--- src/song.hex ---
// One note code per line in hex, 0 to C, for song addresses 0 to 7
4
4
5
7
7
5
4
2

--- src/piano_pkg.sv ---
// Widths, typedefs, game FSM states, timer lengths and buzzer tone table
package piano_pkg;

    // Keyboard and note coding
    localparam int NUM_KEYS = 13;

    typedef logic [3:0] note_t;
    typedef logic [NUM_KEYS-1:0] keys_t;

    // Code used when no key is pressed or shown
    localparam note_t NO_NOTE = 4'd15;

    // Song memory
    localparam int SONG_LEN = 8;

    typedef logic [2:0] addr_t;

    // Timer lengths in clock cycles, scaled down for simulation
    localparam int DEBOUNCE_CYCLES = 4;
    localparam int FEEDBACK_CYCLES = 16;
    localparam int TIMEOUT_CYCLES  = 300;

    typedef logic [8:0] timer_t;
    typedef logic [$clog2(DEBOUNCE_CYCLES+1)-1:0] db_count_t;

    // Buzzer half periods in cycles, lowest note has the shortest period
    localparam timer_t TONE_HALF [NUM_KEYS] = '{
        2, 3, 4, 5, 6, 7, 8, 9, 10, 11, 12, 13, 14
    };

    // Game FSM
    typedef enum logic [2:0] {
        IDLE,
        WAIT_KEY,
        CHECK,
        FEEDBACK,
        NEXT,
        WON,
        LOST
    } game_state_t;

endpackage
--- src/ctrl_if.sv ---
// Control strobes and condition flags between the game FSM and the datapath
interface ctrl_if;

    // Strobes from the FSM, one cycle wide
    logic clear_game;
    logic store_note;
    logic next_addr;
    logic next_round;
    logic start_feedback;
    logic start_timeout;

    // Enables LEDs and buzzer
    logic show_note;

    // Conditions from the datapath
    logic key_seen;
    logic note_ok;
    logic addr_is_round;
    logic last_round;
    logic feedback_done;
    logic timeout_done;

    modport ctrl (
        output clear_game, store_note, next_addr, next_round,
        output start_feedback, start_timeout, show_note,
        input  key_seen, note_ok, addr_is_round, last_round,
        input  feedback_done, timeout_done
    );

    modport dp (
        input  clear_game, store_note, next_addr, next_round,
        input  start_feedback, start_timeout, show_note,
        output key_seen, note_ok, addr_is_round, last_round,
        output feedback_done, timeout_done
    );

endinterface

--- src/piano_trainer.sv ---
// Top level of the piano trainer game, keys to LEDs and buzzer
module piano_trainer import piano_pkg::*; (
    input  logic  clock,
    input  logic  rst,
    input  keys_t keys,
    input  logic  enter,
    output keys_t leds,
    output logic  buzzer,
    output addr_t round,
    output logic  playing,
    output logic  won,
    output logic  lost
);

    logic  note_pulse;
    note_t note_code;
    logic  start_pulse;
    note_t shown_note;

    ctrl_if ctl_bus ();

    key_input key_input_i (
        .clock       (clock),
        .rst         (rst),
        .keys        (keys),
        .enter       (enter),
        .note_pulse  (note_pulse),
        .note_code   (note_code),
        .start_pulse (start_pulse)
    );

    piano_datapath piano_datapath_i (
        .clock      (clock),
        .rst        (rst),
        .ctl        (ctl_bus.dp),
        .note_pulse (note_pulse),
        .note_code  (note_code),
        .leds       (leds),
        .shown_note (shown_note),
        .round      (round)
    );

    piano_control piano_control_i (
        .clock       (clock),
        .rst         (rst),
        .ctl         (ctl_bus.ctrl),
        .start_pulse (start_pulse),
        .playing     (playing),
        .won         (won),
        .lost        (lost)
    );

    // Buzzer sounds whatever note is on the LEDs
    tone_generator tone_generator_i (
        .clock  (clock),
        .rst    (rst),
        .enable (shown_note != NO_NOTE),
        .note   (shown_note),
        .buzzer (buzzer)
    );

endmodule

--- src/piano_control.sv ---
// Game FSM issuing the datapath strobes and the game status outputs
module piano_control import piano_pkg::*; (
    input  logic clock,
    input  logic rst,
    ctrl_if.ctrl ctl,
    input  logic start_pulse,
    output logic playing,
    output logic won,
    output logic lost
);

    game_state_t state;
    game_state_t state_next;

    always_ff @(posedge clock) begin
        if (rst) begin
            state <= IDLE;
        end else begin
            state <= state_next;
        end
    end

    // Next state and strobes
    always_comb begin
        state_next         = state;
        ctl.clear_game     = 1'b0;
        ctl.store_note     = 1'b0;
        ctl.next_addr      = 1'b0;
        ctl.next_round     = 1'b0;
        ctl.start_feedback = 1'b0;
        ctl.start_timeout  = 1'b0;

        case (state)
            IDLE, WON, LOST: begin
                if (start_pulse) begin
                    ctl.clear_game    = 1'b1;
                    ctl.start_timeout = 1'b1;
                    state_next        = WAIT_KEY;
                end
            end
            WAIT_KEY: begin
                if (ctl.key_seen) begin
                    ctl.store_note = 1'b1;
                    state_next     = CHECK;
                end else if (ctl.timeout_done) begin
                    state_next = LOST;
                end
            end
            // Memory note and stored note are settled here
            CHECK: begin
                if (ctl.note_ok) begin
                    ctl.start_feedback = 1'b1;
                    state_next         = FEEDBACK;
                end else begin
                    state_next = LOST;
                end
            end
            FEEDBACK: begin
                if (ctl.feedback_done) state_next = NEXT;
            end
            NEXT: begin
                if (ctl.addr_is_round && ctl.last_round) begin
                    state_next = WON;
                end else begin
                    // End of round restarts from address 0
                    if (ctl.addr_is_round) begin
                        ctl.next_round = 1'b1;
                    end else begin
                        ctl.next_addr = 1'b1;
                    end
                    ctl.start_timeout = 1'b1;
                    state_next        = WAIT_KEY;
                end
            end
            default: state_next = IDLE;
        endcase
    end

    // Status levels
    assign ctl.show_note = (state == FEEDBACK);
    assign won           = (state == WON);
    assign lost          = (state == LOST);
    assign playing       = !(state inside {IDLE, WON, LOST});

    // A won game sits on the last note of the last round
    a_won_at_last_note: assert property (@(posedge clock) disable iff (rst)
        won |-> ctl.last_round && ctl.addr_is_round);

endmodule

--- src/piano_datapath.sv ---
// Note register, address and round counters, comparators, timers and LED decoder
module piano_datapath import piano_pkg::*; (
    input  logic  clock,
    input  logic  rst,
    ctrl_if.dp    ctl,
    input  logic  note_pulse,
    input  note_t note_code,
    output keys_t leds,
    output note_t shown_note,
    output addr_t round
);

    note_t  note_q;
    note_t  mem_note;
    addr_t  addr;
    timer_t fb_cnt;
    timer_t to_cnt;

    // Played note register
    always_ff @(posedge clock) begin
        if (ctl.clear_game) begin
            note_q <= '0;
        end else if (ctl.store_note) begin
            note_q <= note_code;
        end
    end

    // Address within the round and the round itself
    always_ff @(posedge clock) begin
        if (rst || ctl.clear_game) begin
            addr  <= '0;
            round <= '0;
        end else if (ctl.next_round) begin
            addr  <= '0;
            round <= round + addr_t'(1);
        end else if (ctl.next_addr) begin
            addr <= addr + addr_t'(1);
        end
    end

    song_rom song_rom_i (
        .clock (clock),
        .addr  (addr),
        .note  (mem_note)
    );

    // Feedback timer, loaded for FEEDBACK_CYCLES cycles of display
    always_ff @(posedge clock) begin
        if (rst) begin
            fb_cnt <= '0;
        end else if (ctl.start_feedback) begin
            fb_cnt <= timer_t'(FEEDBACK_CYCLES - 1);
        end else if (fb_cnt != '0) begin
            fb_cnt <= fb_cnt - timer_t'(1);
        end
    end

    // Timeout for the next press
    always_ff @(posedge clock) begin
        if (rst) begin
            to_cnt <= '0;
        end else if (ctl.start_timeout) begin
            to_cnt <= timer_t'(TIMEOUT_CYCLES - 1);
        end else if (to_cnt != '0) begin
            to_cnt <= to_cnt - timer_t'(1);
        end
    end

    // Conditions back to the FSM
    assign ctl.key_seen      = note_pulse;
    assign ctl.note_ok       = (note_q == mem_note);
    assign ctl.addr_is_round = (addr == round);
    assign ctl.last_round    = (round == addr_t'(SONG_LEN - 1));
    assign ctl.feedback_done = (fb_cnt == '0);
    assign ctl.timeout_done  = (to_cnt == '0);

    // One-hot LED of the note being shown
    assign shown_note = ctl.show_note ? note_q : NO_NOTE;
    assign leds = (shown_note < note_t'(NUM_KEYS)) ? (keys_t'(1) << shown_note) : '0;

    a_addr_within_round: assert property (@(posedge clock) disable iff (rst)
        addr <= round);

endmodule

--- src/tone_generator.sv ---
// Square-wave buzzer with a half period looked up from the note code
module tone_generator import piano_pkg::*; (
    input  logic  clock,
    input  logic  rst,
    input  logic  enable,
    input  note_t note,
    output logic  buzzer
);

    timer_t half_cnt;
    logic   active;

    assign active = enable && (note < note_t'(NUM_KEYS));

    // First active cycle raises the buzzer, then it toggles every half period
    always_ff @(posedge clock) begin
        if (rst || !active) begin
            half_cnt <= '0;
            buzzer   <= 1'b0;
        end else if (half_cnt == '0) begin
            half_cnt <= TONE_HALF[note] - timer_t'(1);
            buzzer   <= !buzzer;
        end else begin
            half_cnt <= half_cnt - timer_t'(1);
        end
    end

endmodule

--- src/song_rom.sv ---
// Song note memory with registered read, loaded from song.hex
module song_rom import piano_pkg::*; (
    input  logic  clock,
    input  addr_t addr,
    output note_t note
);

    note_t mem [SONG_LEN];

    initial begin
        $readmemh("/design/src/song.hex", mem);
    end

    // Data follows the address one cycle later
    always_ff @(posedge clock) begin
        note <= mem[addr];
    end

    // Every stored note must name a real key
    a_note_in_range: assert property (@(posedge clock)
        !$isunknown(note) |-> note <= note_t'(NUM_KEYS - 1));

endmodule

--- src/key_input.sv ---
// Key debouncers, press and enter edge detection, note priority encoder
module key_input import piano_pkg::*; (
    input  logic  clock,
    input  logic  rst,
    input  keys_t keys,
    input  logic  enter,
    output logic  note_pulse,
    output note_t note_code,
    output logic  start_pulse
);

    // Bit NUM_KEYS is the enter key
    logic [NUM_KEYS:0] raw_q;
    logic [NUM_KEYS:0] stable;
    logic              any_q;
    logic              enter_q;
    note_t             code_next;

    // Input sampling register
    always_ff @(posedge clock) begin
        if (rst) begin
            raw_q <= '0;
        end else begin
            raw_q <= {enter, keys};
        end
    end

    // A level is taken after DEBOUNCE_CYCLES equal samples
    for (genvar i = 0; i <= NUM_KEYS; i++) begin : g_debounce
        db_count_t cnt;
        logic      level;

        always_ff @(posedge clock) begin
            if (rst) begin
                cnt   <= '0;
                level <= 1'b0;
            end else if (raw_q[i] == level) begin
                cnt <= '0;
            end else if (cnt == db_count_t'(DEBOUNCE_CYCLES - 1)) begin
                cnt   <= '0;
                level <= raw_q[i];
            end else begin
                cnt <= cnt + db_count_t'(1);
            end
        end

        assign stable[i] = level;
    end

    // Lowest pressed key wins
    always_comb begin
        code_next = NO_NOTE;
        for (int k = NUM_KEYS - 1; k >= 0; k--) begin
            if (stable[k]) code_next = note_t'(k);
        end
    end

    // Rising edges of the OR of note keys and of enter
    always_ff @(posedge clock) begin
        if (rst) begin
            any_q       <= 1'b0;
            enter_q     <= 1'b0;
            note_pulse  <= 1'b0;
            start_pulse <= 1'b0;
        end else begin
            any_q       <= |stable[NUM_KEYS-1:0];
            enter_q     <= stable[NUM_KEYS];
            note_pulse  <= (|stable[NUM_KEYS-1:0]) && !any_q;
            start_pulse <= stable[NUM_KEYS] && !enter_q;
        end
    end

    // Code registered together with the pulse
    always_ff @(posedge clock) begin
        note_code <= code_next;
    end

    a_pulse_has_note: assert property (@(posedge clock) disable iff (rst)
        note_pulse |-> note_code != NO_NOTE);

endmodule

--- config.mk ---
export PLATFORM = sky130hd
export DESIGN_NAME = piano_trainer
export DESIGN_NICKNAME = d
export VERILOG_FILES = /design/src/piano_pkg.sv /design/src/ctrl_if.sv /design/src/piano_trainer.sv /design/src/piano_control.sv /design/src/piano_datapath.sv /design/src/tone_generator.sv /design/src/song_rom.sv /design/src/key_input.sv
export SDC_FILE = /design/constraint.sdc
export NUM_CORES = 1
export LEC_CHECK = 0
export BUFFER_PORTS_ARGS = -buffer_cell sky130_fd_sc_hd__buf_2
export CORE_ASPECT_RATIO = 1.1
export CORE_MARGIN = 3
export CORE_UTILIZATION = 30
export CTS_CLUSTER_DIAMETER = 100
export DETAILED_ROUTE_END_ITERATION = 16
export PLACE_DENSITY = 0.46
export SYNTH_ARGS = -nofsm -noshare
export SYNTH_HDL_FRONTEND = slang
export SYNTH_SLANG_ARGS = --single-unit
--- constraint.sdc ---
create_clock -name clock -period 4.8 [get_ports clock]
set_clock_uncertainty 0.15 [all_clocks]
set_input_delay 0.96 -clock clock [delete_from_list [all_inputs] [get_ports clock]]
set_output_delay 0.96 -clock clock [all_outputs]
set_load 0.02 [all_outputs]
==> results.txt <==
CTS buffer count = 17
WHS Endpoint = key_input_i.start_pulse
Met2 routed WL = 4360 um
GP Congestion = 0.794
Slew @ Worst Pin = 777 ps
Mux contribution to synthesized area = 4.42%
Non-filler cells, final = 806
Compound-cell area share of the yosys netlist = 7.27%
Commonest non-fill, non-tap cell in the layout = dfxtp_1
Seq cells post-synth = 119
CP max stage cell = dfxtp_1
Drt initial violations = 170
Crit Path Class = reg -> out
Synth top area share = 47.2%
Initial Utilization = 30.7%
Multi-input gate area = 0.00245 mm^2
ANT nets after route = 0
Post-Synthesis Cell Area = 0.00504 mm^2
Max incr delay on CP = 560 ps
Slew headroom = 48.0%
GRT Total Usage = 10.6%
Post-Synth XOR/XNOR Area = 6.08%
Main combinational cell family by area after synthesis = simple AND/OR/NAND/NOR gates
CTS resizes = 0
Count of cell types in the netlist = 59
CP arrival = 1790 ps
Top sig layer = met4
Synth top area cells = dfxtp_1 (47%), ha_1 (8.4%), nor2_1 (8.3%)
Residual DRC = 0
First-pass iteration count of the detailed router = 4
Worst-path cell chain = nand3_1 > nor4_1 > buf_2
Total gr overflow = 0
Post-CTS setup buffers = 0
Die X = 130 um
Synth-to-Final Area Change = 18.9%
Die height = 142 um
Initial antenna violation count = 0
RR Startpoint = piano_control_i.state[1]
Outcome = finished, final reports clean
Global-route wire length before repair = 15700 um
FF-to-FF End = tone_generator_i.half_cnt[8]
Row count = 49
Synth Area in Simple Gates = 22.3%
Share of layout cells above drive strength 1 = 13.8%
Worst endpoint required time = 3690 ps
Ys async rst share = 0%
Tmin final = 2900 ps
Max Freq = 345 MHz
Worst hold path class = reg -> reg
Buffers on Ports = 35
Clock slew at reported path FFs = 50 ps
Post-Synthesis Cells = 546
Startpoint Class = flop
Final Hold Violating Endpoints = 0
Hold Path Stages = 1
Syn_nets = 596
VDD IR-drop max = 0.277 mV
Hold path start = key_input_i.enter_q
RSZ-0062 raised after global routing = false
DRT Wirelength = 9060 um
CTS tree = yes
CTS Root Cell = clkbuf_16
Design Area, Final = 0.00600 mm^2
Post-synthesis sequential area ratio = 47.2%
FF/Latch Area = 0.00238 mm^2
Die ar. = 0.0184 mm^2
CTS Buffer Depth = 2
Vias per cell = 4.55
Largest net degree at the start of global routing = 37
Post-synth EDFFs = 0
Top Family by Delay on Critical Path = simple AND/OR/NAND/NOR gates
Core Region = 0.0164 mm^2
Net count, final = 639
Final setup viols = 0
Final worst-path cycle share = 60.4%
FILL cells = 1663
Synth Area in Adders = 8.44%
Cell taking the most area after synthesis = dfxtp_1
Dpl cell area = 0.00544 mm^2
Vias in the first global route = 3693
Setup_tns = 0 ps
CP bufs+invs = 1
Power Density = 495 mW/mm^2
Placed insts = 774
# diodes = 0
Syn_area_per_cell = 9.24 um^2
Post-CTS Hold Buffers = 0
H-tree levels = 4
Met3 wire length = 439 um
Critical-path maximum fanout = 13
Slew Limit Fails = 0
Most frequent cells in the layout = dfxtp_1 (119), nor2_1 (112), inv_1 (42)
Critical Path End Type = output port
I/O pin cnt = 36
WL/cell = 11.2 um
Num Clock Sinks = 119
Synth Flop Type = dfxtp_1
Hpwl dp = 6630 um
LEAKAGE = 2.42 nW
Metal-1 WL = 4200 um
R2r setup slk = 2370 ps
Total vias in the final route = 3664
Reg2reg path depth = 9
Max Cap Viol = 0
Yosys warns = 0
Skew-Pair Late Insertion Delay = 400 ps
==> routing by layer <==
metal  up-vias  global-route usage (%)
met5         -                       0
met1      1675                    11.8
met4         0                    4.32
met3         6                    4.17
li1       1917                       -
met2        66                    18.0
==> final cells by class <==
type                    instances  area share (%)
multi-input cells             371            40.8
clock inverters                11            1.67
clock buffers                  21            7.68
repair buffers                 37            3.17
inverters                      43            2.69
flip-flops and latches        119            39.7
well taps                     204            4.26
==> Yosys cell counts (all sizes together) (2+ instances only) <==
cell type and count:
mux2 2, nand3 6, a211oi 4, a21oi 26, and2 2, o211ai 2
or4 2, a31oi 6, inv 43, nand2b 8, nand2 24, ha 34
clkbuf 9, dfxtp 119, a311oi 2, nor2b 18, and3b 2, nor4b 2
or3 17, nor3 16, buf 4, mux2i 20, o21ai 5, o41ai 2
xor2 9, xnor2 26, nor2 112, nor4 4, or4b 2, a21boi 2
==> stage by stage <==
step | util [%] | total power [W] | hold slack (ps) | setup WS, ps
final | 36.5 | 0.00297 | 235 | 1900
after CTS | 36.5 | 0.00301 | 240 | 1920
after floorplan | - | 0.00169 | 217 | 2330
after global placement | 33.1 | 0.00179 | 223 | 2180
after global routing | 36.5 | 0.00315 | 258 | 1760
after detailed placement | 33.1 | 0.00182 | 229 | 2110
==> sequential cells by signal, summed over array words and instances, names as in the netlist, 4 cells and up <==
name,count
key_input_i.g_debounce.cnt,42
key_input_i.note_code,4
piano_datapath_i.note_q,4
key_input_i.raw_q,14
piano_datapath_i.to_cnt,9
piano_datapath_i.fb_cnt,9
key_input_i.g_debounce.level,14
tone_generator_i.half_cnt,9
==> report_power, final <==
group | internal (W) | total (W) | switching, W | leakage [nW]
clock | 0.000737 | 0.00117 | 0.000434 | 0.261
combinational | 0.000278 | 0.000612 | 0.000334 | 1.19
sequential | 0.00108 | 0.00118 | 0.000106 | 0.969
total | 0.00209 | 0.00297 | 0.000873 | 2.42
==> worst register-to-register path, cell delays in order (launching register included) <==
cell	delay [ps]
dfxtp_1	560
nand3_1	220
a21oi_1	280
nand2_1	90
a21oi_1	190
ha_1	240
nand2_1	90
a211oi_1	270
xnor2_1	150
nor2_1	50
==> kinds of logic after synthesis <==
| logic type | Yosys count |
|---|---|
| simple gates | 223 |
| flops | 119 |
| compound gates | 57 |
| buf+inv | 56 |
| xor+xnor | 35 |
| fa+ha+maj | 34 |
| mux | 22 |
==> worst max path at each step <==
stage                                 end                      from  depth (start not counted)  slack, ps
2_1_floorplan                    leds[12]  piano_control_i.state[2]                          4       2330
3_3_place_gp   piano_datapath_i.to_cnt[7]                       rst                          4       2180
3_5_place_dp   piano_datapath_i.to_cnt[4]                       rst                          4       2110
4_1_cts                           leds[4]  piano_control_i.state[1]                          4       1920
5_1_grt                           leds[4]  piano_control_i.state[1]                          4       1760
6_report                         leds[12]  piano_control_i.state[1]                          3       1900
Power figures use the tool's default switching activity.
